[src/rtl/egress_pkg.sv]
package egress_pkg;

    // bytes in one word handed to the host
    localparam int WORD_BYTES = 4;
    localparam int WORD_WIDTH = WORD_BYTES * 8;

    // first byte of the stream sits in data[7:0]
    // keep always grows upward from bit 0
    typedef struct packed {
        logic                  last;
        logic [WORD_BYTES-1:0] keep;
        logic [WORD_WIDTH-1:0] data;
    } pio_word_t;

endpackage

[src/rtl/pio_regs_pkg.sv]
package pio_regs_pkg;

    // register map, byte offsets
    localparam logic [31:0] REG_DATA_STAT  = 32'h00;
    localparam logic [31:0] REG_DATA_OUT   = 32'h04;
    localparam logic [31:0] REG_WORD_COUNT = 32'h08;
    localparam logic [31:0] REG_LAST_COUNT = 32'h0C;
    localparam logic [31:0] REG_CTRL       = 32'h10;

    // DATA_STAT layout
    localparam int STAT_KEEP_LSB  = 0;
    localparam int STAT_LAST_BIT  = 4;
    localparam int STAT_VALID_BIT = 31;

    // CTRL bits
    localparam int CTRL_CLEAR_BIT = 0;

    // AXI response codes
    localparam logic [1:0] RESP_OKAY   = 2'b00;
    localparam logic [1:0] RESP_SLVERR = 2'b10;

endpackage

[src/rtl/egress_ifs.sv]
interface word_stream_if
    import egress_pkg::*;
();

    logic      valid;
    logic      ready;
    pio_word_t word;

    modport source (
        output valid,
        output word,
        input  ready
    );

    modport sink (
        input  valid,
        input  word,
        output ready
    );

endinterface

// simple register bus, one-cycle wen/ren strobes
interface pio_ctrl_if ();

    logic        wen;
    logic [31:0] waddr;
    logic [31:0] wdata;
    logic        werr;
    logic        ren;
    logic [31:0] raddr;
    logic [31:0] rdata;
    logic        rerr;

    modport host (
        output wen, waddr, wdata, ren, raddr,
        input  werr, rdata, rerr
    );

    modport dev (
        input  wen, waddr, wdata, ren, raddr,
        output werr, rdata, rerr
    );

endinterface

[src/rtl/axil_pio_bridge.sv]
module axil_pio_bridge
    import pio_regs_pkg::*;
(
    input  logic        clk,
    input  logic        rst,
    input  logic        awvalid,
    output logic        awready,
    input  logic [31:0] awaddr,
    input  logic        wvalid,
    output logic        wready,
    input  logic [31:0] wdata,
    output logic        bvalid,
    input  logic        bready,
    output logic [1:0]  bresp,
    input  logic        arvalid,
    output logic        arready,
    input  logic [31:0] araddr,
    output logic        rvalid,
    input  logic        rready,
    output logic [31:0] rdata,
    output logic [1:0]  rresp,
    pio_ctrl_if.host    ctrl
);

    typedef enum logic [1:0] {
        IDLE,
        WRITE_RESP,
        READ_RESP
    } state_t;

    state_t state;
    logic   rd_go;
    logic   wr_go;

    // reads win when both are pending
    assign rd_go = (state == IDLE) && arvalid;
    assign wr_go = (state == IDLE) && !arvalid && awvalid && wvalid;

    assign arready = rd_go;
    assign awready = wr_go;
    assign wready  = wr_go;

    assign ctrl.ren   = rd_go;
    assign ctrl.raddr = araddr;
    assign ctrl.wen   = wr_go;
    assign ctrl.waddr = awaddr;
    assign ctrl.wdata = wdata;

    assign bvalid = state == WRITE_RESP;
    assign rvalid = state == READ_RESP;

    always_ff @(posedge clk) begin
        if (rst) begin
            state <= IDLE;
        end else begin
            case (state)
                IDLE: begin
                    if (rd_go) begin
                        state <= READ_RESP;
                    end else if (wr_go) begin
                        state <= WRITE_RESP;
                    end
                end
                WRITE_RESP: if (bready) state <= IDLE;
                READ_RESP:  if (rready) state <= IDLE;
                default:    state <= IDLE;
            endcase
        end
    end

    // response captured on the strobe cycle
    always_ff @(posedge clk) begin
        if (rd_go) begin
            rdata <= ctrl.rdata;
            rresp <= ctrl.rerr ? RESP_SLVERR : RESP_OKAY;
        end
        if (wr_go) begin
            bresp <= ctrl.werr ? RESP_SLVERR : RESP_OKAY;
        end
    end

    assert property (@(posedge clk) disable iff (rst)
        (ctrl.wen || ctrl.ren) |-> !(ctrl.wen && ctrl.ren) ##1 !(ctrl.wen || ctrl.ren));

endmodule

[src/rtl/egress_pio_regs.sv]
module egress_pio_regs
    import egress_pkg::*;
    import pio_regs_pkg::*;
#(
    parameter int COUNT_WIDTH = 16
) (
    input  logic                   clk,
    input  logic                   rst,
    input  logic [COUNT_WIDTH-1:0] word_count,
    input  logic [COUNT_WIDTH-1:0] last_count,
    output logic                   pop,
    output logic                   pop_last,
    output logic                   clear,
    pio_ctrl_if.dev                ctrl,
    word_stream_if.sink            words
);

    logic [2:0]  rd_idx;
    logic        rd_hi_ok;
    logic        rd_data_out;
    logic        wr_ctrl;
    pio_word_t   cur;
    logic [31:0] data_stat;

    assign rd_idx   = ctrl.raddr[4:2];
    assign rd_hi_ok = ctrl.raddr[31:5] == '0;

    // keep and last only show while a word is present
    assign cur = words.valid ? words.word : '0;

    always_comb begin
        data_stat = '0;
        data_stat[STAT_VALID_BIT] = words.valid;
        data_stat[STAT_LAST_BIT]  = cur.last;
        data_stat[STAT_KEEP_LSB +: WORD_BYTES] = cur.keep;
    end

    always_comb begin
        ctrl.rdata = '0;
        ctrl.rerr  = !rd_hi_ok;
        if (rd_hi_ok) begin
            case (rd_idx)
                REG_DATA_STAT[4:2]:  ctrl.rdata = data_stat;
                REG_DATA_OUT[4:2]:   ctrl.rdata = cur.data;
                REG_WORD_COUNT[4:2]: ctrl.rdata = 32'(word_count);
                REG_LAST_COUNT[4:2]: ctrl.rdata = 32'(last_count);
                default:             ctrl.rerr  = 1'b1;
            endcase
        end
    end

    // reading DATA_OUT consumes the word
    assign rd_data_out = rd_hi_ok && (rd_idx == REG_DATA_OUT[4:2]);
    assign words.ready = ctrl.ren && rd_data_out;
    assign pop         = words.valid && words.ready;
    assign pop_last    = pop && words.word.last;

    // CTRL is the only writable register
    assign wr_ctrl    = ctrl.waddr == REG_CTRL;
    assign ctrl.werr  = !wr_ctrl;
    assign clear      = ctrl.wen && wr_ctrl && ctrl.wdata[CTRL_CLEAR_BIT];

    // packer needs a fresh beat before the next word can appear
    assert property (@(posedge clk) disable iff (rst) pop |=> !words.valid);

endmodule

[src/rtl/egress_pio_top.sv]
module egress_pio_top #(
    parameter int DATA_WIDTH  = 8,
    parameter int FIFO_DEPTH  = 16,
    parameter int COUNT_WIDTH = 16
) (
    input  logic                  clk,
    input  logic                  rst,
    input  logic                  stream_valid,
    input  logic [DATA_WIDTH-1:0] stream_data,
    output logic                  stream_ready,
    input  logic                  awvalid,
    output logic                  awready,
    input  logic [31:0]           awaddr,
    input  logic                  wvalid,
    output logic                  wready,
    input  logic [31:0]           wdata,
    output logic                  bvalid,
    input  logic                  bready,
    output logic [1:0]            bresp,
    input  logic                  arvalid,
    output logic                  arready,
    input  logic [31:0]           araddr,
    output logic                  rvalid,
    input  logic                  rready,
    output logic [31:0]           rdata,
    output logic [1:0]            rresp
);

    logic                            fifo_valid;
    logic                            fifo_ready;
    logic [DATA_WIDTH-1:0]           fifo_data;
    logic [$clog2(FIFO_DEPTH+1)-1:0] fifo_count;
    logic                            pop;
    logic                            pop_last;
    logic                            clear;
    logic [COUNT_WIDTH-1:0]          word_count;
    logic [COUNT_WIDTH-1:0]          last_count;

    word_stream_if words_if ();
    pio_ctrl_if    ctrl_if ();

    stream_fifo #(
        .WIDTH (DATA_WIDTH),
        .DEPTH (FIFO_DEPTH)
    ) fifo0 (
        .clk       (clk),
        .rst       (rst),
        .in_valid  (stream_valid),
        .in_data   (stream_data),
        .in_ready  (stream_ready),
        .out_valid (fifo_valid),
        .out_ready (fifo_ready),
        .out_data  (fifo_data),
        .count     (fifo_count)
    );

    stream_width_packer #(
        .IN_WIDTH   (DATA_WIDTH),
        .FIFO_DEPTH (FIFO_DEPTH)
    ) packer0 (
        .clk        (clk),
        .rst        (rst),
        .in_valid   (fifo_valid),
        .in_data    (fifo_data),
        .fifo_count (fifo_count),
        .in_ready   (fifo_ready),
        .out        (words_if.source)
    );

    egress_pio_regs #(
        .COUNT_WIDTH (COUNT_WIDTH)
    ) regs0 (
        .clk        (clk),
        .rst        (rst),
        .word_count (word_count),
        .last_count (last_count),
        .pop        (pop),
        .pop_last   (pop_last),
        .clear      (clear),
        .ctrl       (ctrl_if.dev),
        .words      (words_if.sink)
    );

    pio_word_counter #(
        .COUNT_WIDTH (COUNT_WIDTH)
    ) counter0 (
        .clk        (clk),
        .rst        (rst),
        .pop        (pop),
        .pop_last   (pop_last),
        .clear      (clear),
        .word_count (word_count),
        .last_count (last_count)
    );

    axil_pio_bridge bridge0 (
        .clk     (clk),
        .rst     (rst),
        .awvalid (awvalid),
        .awready (awready),
        .awaddr  (awaddr),
        .wvalid  (wvalid),
        .wready  (wready),
        .wdata   (wdata),
        .bvalid  (bvalid),
        .bready  (bready),
        .bresp   (bresp),
        .arvalid (arvalid),
        .arready (arready),
        .araddr  (araddr),
        .rvalid  (rvalid),
        .rready  (rready),
        .rdata   (rdata),
        .rresp   (rresp),
        .ctrl    (ctrl_if.host)
    );

endmodule

[src/rtl/pio_word_counter.sv]
module pio_word_counter #(
    parameter int COUNT_WIDTH = 16
) (
    input  logic                   clk,
    input  logic                   rst,
    input  logic                   pop,
    input  logic                   pop_last,
    input  logic                   clear,
    output logic [COUNT_WIDTH-1:0] word_count,
    output logic [COUNT_WIDTH-1:0] last_count
);

    // clear takes priority over a pop in the same cycle
    always_ff @(posedge clk) begin
        if (rst || clear) begin
            word_count <= '0;
            last_count <= '0;
        end else begin
            if (pop) begin
                word_count <= word_count + 1'b1;
            end
            if (pop_last) begin
                last_count <= last_count + 1'b1;
            end
        end
    end

    assert property (@(posedge clk) disable iff (rst)
        $changed(last_count) && !$past(clear) |-> $changed(word_count));

endmodule

[src/rtl/stream_fifo.sv]
module stream_fifo #(
    parameter int WIDTH = 8,
    parameter int DEPTH = 16
) (
    input  logic                       clk,
    input  logic                       rst,
    input  logic                       in_valid,
    input  logic [WIDTH-1:0]           in_data,
    output logic                       in_ready,
    output logic                       out_valid,
    input  logic                       out_ready,
    output logic [WIDTH-1:0]           out_data,
    output logic [$clog2(DEPTH+1)-1:0] count
);

    localparam int CNT_W = $clog2(DEPTH + 1);
    localparam int PTR_W = (DEPTH > 1) ? $clog2(DEPTH) : 1;

    logic [WIDTH-1:0] mem [DEPTH];
    logic [PTR_W-1:0] wr_ptr;
    logic [PTR_W-1:0] rd_ptr;
    logic             push;
    logic             pop;

    assign in_ready  = count != CNT_W'(DEPTH);
    assign out_valid = count != '0;
    assign out_data  = mem[rd_ptr];
    assign push      = in_valid && in_ready;
    assign pop       = out_valid && out_ready;

    always_ff @(posedge clk) begin
        if (push) begin
            mem[wr_ptr] <= in_data;
        end
    end

    always_ff @(posedge clk) begin
        if (rst) begin
            wr_ptr <= '0;
            rd_ptr <= '0;
            count  <= '0;
        end else begin
            if (push) begin
                wr_ptr <= (wr_ptr == PTR_W'(DEPTH - 1)) ? '0 : wr_ptr + 1'b1;
            end
            if (pop) begin
                rd_ptr <= (rd_ptr == PTR_W'(DEPTH - 1)) ? '0 : rd_ptr + 1'b1;
            end
            // push and pop together leave the count alone
            case ({push, pop})
                2'b10:   count <= count + 1'b1;
                2'b01:   count <= count - 1'b1;
                default: count <= count;
            endcase
        end
    end

    assert property (@(posedge clk) disable iff (rst) count <= CNT_W'(DEPTH));

    // from empty only a push can move the count
    assert property (@(posedge clk) disable iff (rst)
        count == '0 |=> count <= CNT_W'(1));

endmodule

[src/rtl/stream_width_packer.sv]
module stream_width_packer
    import egress_pkg::*;
#(
    parameter int IN_WIDTH   = 8,
    parameter int FIFO_DEPTH = 16
) (
    input  logic                            clk,
    input  logic                            rst,
    input  logic                            in_valid,
    input  logic [IN_WIDTH-1:0]             in_data,
    input  logic [$clog2(FIFO_DEPTH+1)-1:0] fifo_count,
    output logic                            in_ready,
    word_stream_if.source                   out
);

    localparam int IN_BYTES = IN_WIDTH / 8;
    localparam int BEATS    = WORD_BYTES / IN_BYTES;
    localparam int CNT_W    = $clog2(FIFO_DEPTH + 1);

    logic [1:0]            slot;
    logic                  word_valid;
    pio_word_t             word_q;
    logic                  take;
    logic                  beat_last;
    logic                  close;
    logic [WORD_BYTES-1:0] beat_keep;

    // hold off the fifo while a finished word waits for the host
    assign in_ready  = !word_valid;
    assign take      = in_valid && in_ready;
    assign beat_last = fifo_count == CNT_W'(1);
    assign close     = beat_last || (slot == 2'(BEATS - 1));
    assign beat_keep = WORD_BYTES'({IN_BYTES{1'b1}}) << (slot * IN_BYTES);

    assign out.valid = word_valid;
    assign out.word  = word_q;

    always_ff @(posedge clk) begin
        if (rst) begin
            word_valid <= 1'b0;
            slot       <= '0;
        end else if (take) begin
            slot       <= close ? 2'd0 : slot + 2'd1;
            word_valid <= close;
        end else if (word_valid && out.ready) begin
            word_valid <= 1'b0;
        end
    end

    always_ff @(posedge clk) begin
        if (take) begin
            if (slot == '0) begin
                // first beat starts a fresh word
                word_q.data <= WORD_WIDTH'(in_data);
                word_q.keep <= beat_keep;
            end else begin
                word_q.data[slot*IN_WIDTH +: IN_WIDTH] <= in_data;
                word_q.keep <= word_q.keep | beat_keep;
            end
            word_q.last <= beat_last;
        end
    end

    assert property (@(posedge clk) disable iff (rst)
        out.valid && !out.ready |=> $stable(out.word));

endmodule

[config.mk]
export PLATFORM = sky130hd
export DESIGN_NAME = egress_pio_top
export DESIGN_NICKNAME = d
export VERILOG_FILES = /design/src/rtl/egress_pkg.sv /design/src/rtl/pio_regs_pkg.sv /design/src/rtl/egress_ifs.sv /design/src/rtl/axil_pio_bridge.sv /design/src/rtl/egress_pio_regs.sv /design/src/rtl/egress_pio_top.sv /design/src/rtl/pio_word_counter.sv /design/src/rtl/stream_fifo.sv /design/src/rtl/stream_width_packer.sv
export SDC_FILE = /design/constraint.sdc
export NUM_CORES = 1
export LEC_CHECK = 0
export BUFFER_PORTS_ARGS = -buffer_cell sky130_fd_sc_hd__buf_2
export CAP_MARGIN = 20
export CELL_PAD_IN_SITES_DETAIL_PLACEMENT = 0
export CELL_PAD_IN_SITES_GLOBAL_PLACEMENT = 1
export CORE_MARGIN = 10
export CORE_UTILIZATION = 40
export CTS_CLUSTER_DIAMETER = 150
export DETAILED_ROUTE_END_ITERATION = 10
export HOLD_SLACK_MARGIN = 0.15
export PLACE_DENSITY_LB_ADDON = 0.1
export SLEW_MARGIN = 10
export SYNTH_ARGS = -nofsm -noshare
export SYNTH_HDL_FRONTEND = slang
export SYNTH_SLANG_ARGS = --single-unit
export TNS_END_PERCENT = 30
[constraint.sdc]
create_clock -name clk -period 2.9 [get_ports clk]
set_input_delay 0.435 -clock clk [delete_from_list [all_inputs] [get_ports clk]]
set_output_delay 0.435 -clock clk [all_outputs]
set_load 0.005 [all_outputs]
== After elaboration in Yosys (flattened, before gate mapping) ==
Memories as Yosys holds them, arrays and structs flattened. A register that Yosys moved wholly into a read port is not among the register bits.
Cells that the tools add are included.

* Register bits after elaboration: 123
* Bits in writable memories: 128
* Input bits: 112
* Memories: 1

{| class="wikitable"
|+ Memories
! name !! words !! width !! rd ports !! clocked after memory_dff !! write ports !! RTL line !! text
|-
| fifo0.mem || 16 || 8 || 1 || 1 || 1 || stream_fifo.sv:19 || <nowiki>logic [WIDTH-1:0] mem [DEPTH];</nowiki>
|}

* $add $sub $neg: 8
* Equality and inequality tests: 16
* Shift-type cells: 3
* Multiplexer cells: 23
* Bitwise operators: 1
* Reductions and logical operators: 26

{| class="wikitable"
|+ Operators by type and width
! cell !! count
|-
| $pmux 32 s4 || 1
|-
| $mux 37 || 1
|-
| $mux 36 || 1
|-
| $neg 5->34 || 1
|-
| $shift 8x34->32 const A || 1
|-
| $shiftx 8x34->32 || 1
|-
| $add 16x1->16 const B || 2
|-
| $bwmux 32 || 1
|-
| $eq 32x5->1 const B || 1
|-
| $logic_not 27->1 || 1
|-
| $mux 4 || 4
|-
| $mux 2 || 7
|-
| $logic_and 1x1->1 || 12
|-
| $pmux 5 s2 || 1
|-
| $add 4x1->4 const B || 2
|-
| $eq 4x4->1 const B || 2
|-
| $eq 2x2->1 const B || 3
|-
| $eq 3x2->1 const B || 2
|-
| $mux 1 || 6
|-
| $pmux 2 s3 || 1
|-
| $add 5x1->5 const B || 1
|-
| $eq 5x1->1 const B || 1
|-
| $ne 5x5->1 const B || 1
|-
| $reduce_bool 5->1 || 1
|-
| other kinds (15) || 22
|}

== Logic depth before layout (Yosys ltp) ==
* Depth after elaboration: 7
* Mapped depth: 10
* Depth with buffers taken out: 10

== By module ==
A second synthesis with hierarchy kept.

* Cells, all modules: 939
* Area, all modules: 12400.6 µm²

{| class="wikitable"
|+ By module, submodules not included
! module !! instances !! cells an instance !! area an instance (µm²) !! sequential area each (µm²)
|-
| stream_fifo || 1 || 297 || 5924.4 || 4184.0
|-
| axil_pio_bridge || 1 || 148 || 1893.1 || 1061.0
|-
| stream_width_packer || 1 || 159 || 1875.5 || 1171.1
|-
| pio_word_counter || 1 || 173 || 1508.9 || 640.6
|-
| egress_pio_regs || 1 || 162 || 1198.6 || 0.0
|}

== Least setup slack after synthesis ==
No wires, ideal clock.

* Path kind: input to register
* From: input arvalid
* To: register counter0.last_count[10]
* Data arrival time: 3079 ps
* Required time: 2829 ps
* Path slack: -249 ps
* Stages on the path: 6
* Path buffers: 1
* Path through: nor3b_2 and3_2 nand3_2 buf_2 or3_1 a21oi_1

* Cells in the longest elaborated chain, start to end: 7

{| class="wikitable"
|+ RTL lines
! element !! RTL line !! text
|-
| from (decl) || egress_pio_top.sv:20 || <nowiki>input logic arvalid,</nowiki>
|-
| $logic_not 1->1 || axil_pio_bridge.sv:37 || <nowiki>assign wr_go = (state == IDLE) && !arvalid && awvalid && wvalid;</nowiki>
|-
| $logic_and 1x1->1 (3 in series) || axil_pio_bridge.sv:37 ||
|-
| $logic_and 1x1->1 (2 in series) || egress_pio_regs.sv:61 || <nowiki>assign clear = ctrl.wen && wr_ctrl && ctrl.wdata[CTRL_CLEAR_BIT];</nowiki>
|-
| $logic_or 1x1->1 || pio_word_counter.sv:15 || <nowiki>if (rst || clear) begin</nowiki>
|-
| to (signal assigned) || pio_word_counter.sv:23 || <nowiki>last_count <= last_count + 1'b1;</nowiki>
|-
| to (decl) || pio_word_counter.sv:10 || <nowiki>output logic [COUNT_WIDTH-1:0] last_count</nowiki>
|}

Parallel ways exist; a longest one is shown, timed or not.
A chain may end at the register's enable or synchronous reset.

==> metrics.yaml <==
cp-start-kind: "flop"
grt_max_degree: 35
finalCoreUtilization: 0.484
crit_family: "multiplexers"
min_period_ns: 2.50
met1_length_microns: 11300
status: "finished, final reports clean"
synth-edff-count: 199
cp_slowest_stage_delay_ns: 0.68
fp.dieW_microns: 185
fmax_ghz: 0.400
cts_tree: "yes"
grt_first_pass_wirelength_microns: 41700
slowest_stage: "mux2i_1"
multi_input_area_sq_um: 3580
rsz0062_at_grt: "false"
place_congestion: 0.844
antenna_found_initial: 0
drt_iter0_drc: 400
drive_gt1_frac: 0.254
synth_xor_area_frac: 0.00726
path_cells: "buf_12 -> mux4_2 -> mux2i_1 -> o221ai_1"
muxShareOfSynthArea: 0.0952
final_common_cell: "edfxtp_1"
cts_sinks: 253
crit_fanout: 14
criticalPathCategory: "flop to flop"
hold_path.class: "input port to flop"
cts_max_level: 1
worstPathArrival_ns: 2.74
placementRows: 60
grt_remaining_overflow: 0
cts.clk_slew.worst_paths_ns: 0.06
slew_headroom: 0.420
n_fill_cell: 2351
vdd_drop_max_mv: 0.603
clk_latency_ns: 0.56
synth_top_family_by_area: "simple AND/OR/NAND/NOR gates"
placed_area_sq_um: 12100
floorplan.initialDensity: 0.405
hpwl_microns: 19100
syn_avg_cell_area_sq_um: 13.8
coreArea_sq_um: 26800
rrSetupSlack_ns: 0.40
ios: 154
top_layer_used: "met4"
ys_warn_count: 0
synth_compound_area_frac: 0.0869
max_slew.worst_pin.slew_ns: 0.846
fin_area_sq_um: 13000
drcViolationCount: 0
wl_per_cell_microns: 20.6
yosysUniqueCellTypes: 55
vias: 7080
min_period_over_period: 0.861
yosysSeqAreaShare: 0.650
area_delta_synth_final_pct: 19.6
max-cap-violations: 0
cp.buffers_inverters: 1
post_cts_buffers: 0
firstDrtPassIters: 5
vias_per_cell: 5.43
cts_buffer_depth: 3
cts_inserted_buffers: 28
wl_met3_microns: 1180
netlist_area_sq_um: 10900
cp_data_required_time_ns: 3.15
ys_ff_latch: 253
slew_violations: 0
gr-usage-all-layers: 0.157
seq_area_sq_um: 7060
final_cell_mix: "edfxtp_1, buf_2, nor2_1"
io_buffer_count: 118
clock_tree.root_cell: "clkbuf_16"
synthSimpleGateAreaFrac: 0.120
power_leakage_nw: 4.47
syn_inst: 785
ys.flop_type: "edfxtp_1"
post-synth-top-area-fraction: 0.551
antenna_left: 0
nets: 1071
async_flop_share: 0
met2WireLength_microns: 13700
finalHoldViolCount: 0
synthTopCellsByArea: "edfxtp_1, dfxtp_1, mux4_2, mux2i_1, nor2_1"
synth_area_leader_cell: "edfxtp_1"
skew_ns: 0.0238
wirelength_microns: 26800
power.density_nw_per_um2: 837
tns_ns: 0
worstSetupEndpointType: "flop"
grt_pass1_vias: 7379
fp.dieArea_sq_um: 34100
synth_adder_area_share: 0.0196
die_h_microns: 185
whs_ns: 0.194
diodes: 0
setup_violations: 0
==> kinds of logic (layout without fill, tap and decap cells) <==
| family | count (synthesis) | count (layout) |
|---|---|---|
| AOI/OAI and AO/OA | 141 | 141 |
| xor gates and xnor gates | 9 | 9 |
| adders and majority gates | 17 | 17 |
| buffers and inverters | 50 | 227 |
| DFF | 253 | 253 |
| muxes | 63 | 63 |
| other | 1 | 2 |
| and+or+nand+nor | 251 | 251 |
==> cell usage after synthesis, types with 2 or more instances <==
cell	instances
mux4_2	32
a21oi_1	44
or3_1	19
xor2_1	7
clkinv_1	2
nor3b_2	2
nor4_1	14
inv_1	14
and4_1	2
nand3_1	12
and3_1	3
mux2i_1	29
o22a_1	5
nor2_1	68
buf_4	6
a211oi_1	9
nor3_1	11
or4_1	8
and2_1	17
o21a_1	5
mux2_2	2
o21ai_0	22
nand2b_1	4
a21o_1	2
xnor2_1	2
ha_1	17
nand4_2	2
a31oi_1	3
dfxtp_1	54
or2_2	2
a22o_1	3
nor4b_1	2
nand4_1	14
clkbuf_1	13
edfxtp_1	199
buf_1	6
a22oi_1	11
o221ai_1	24
buf_2	9
o31ai_1	7
nor2b_1	13
nand2_1	52
==> worst min-delay path, stage by stage <==
cell	delay, ns
buf_2	0.08
mux2_2	0.13
nor3_1	0.04
==> power breakdown <==
group	internal [mW]	switching (mW)
combinational	1.00	1.55
sequential	4.56	0.281
clock	2.06	1.41
==> sequential cells by signal, indices dropped and copies added (netlist names), 4 cells and up, named ones only <==
| signal | flops |
|---|---|
| packer0.out.word | 35 |
| fifo0.count | 5 |
| fifo0.wr_ptr | 4 |
| counter0.word_count | 16 |
| counter0.last_count | 16 |
| fifo0.mem | 128 |
| fifo0.rd_ptr | 4 |
| bridge0.rdata | 32 |
==> per-stage QoR <==
stage / power (mW) / instances / worst slack [ns]
floorplan: 6.44 / 786 / 0.241
global placement: 7.43 / 1252 / 0.477
detailed placement: 7.49 / 1252 / 0.435
CTS: 11.0 / 1304 / 0.403
global route: 11.4 / 1304 / 0.193
finish: 10.9 / 1304 / 0.402
==> per-layer routing <==
| layer | vias up | GRT usage |
|---|---|---|
| li1 | 3368 | - |
| met1 | 3508 | 0.193 |
| met2 | 164 | 0.276 |
| met3 | 40 | 0.0254 |
| met4 | 0 | 0.0465 |
| met5 | - | 0 |
==> repair_timing <==
item,4_1_cts,5_1_grt
hold endpoints to repair,1,0
hold buffers,1,0
resized for setup,0,0
==> area by class of cell <==
type	count	share of cell area
Clock inverter	15	0.0143
Multi-Input combinational cell	483	0.276
Sequential cell	253	0.544
Timing Repair Buffer	160	0.0719
Tap cell	341	0.0329
Inverter	16	0.00463
Clock buffer	36	0.0563
==> worst paths after layout <==
path,from,depth (start not counted),endpoint
min reg2reg,counter0.last_count[12]$_SDFFE_PP0P_,2,counter0.last_count[12]$_SDFFE_PP0P_
max reg2reg,flop,4,packer0.out.word[31]$_SDFFCE_PN0P_
max,flop,4,packer0.out.word[31]$_SDFFCE_PN0P_
min,bready,3,bridge0.state[0]$_SDFFE_PP0P_
Note: power is estimated with default switching activity, not from simulation.
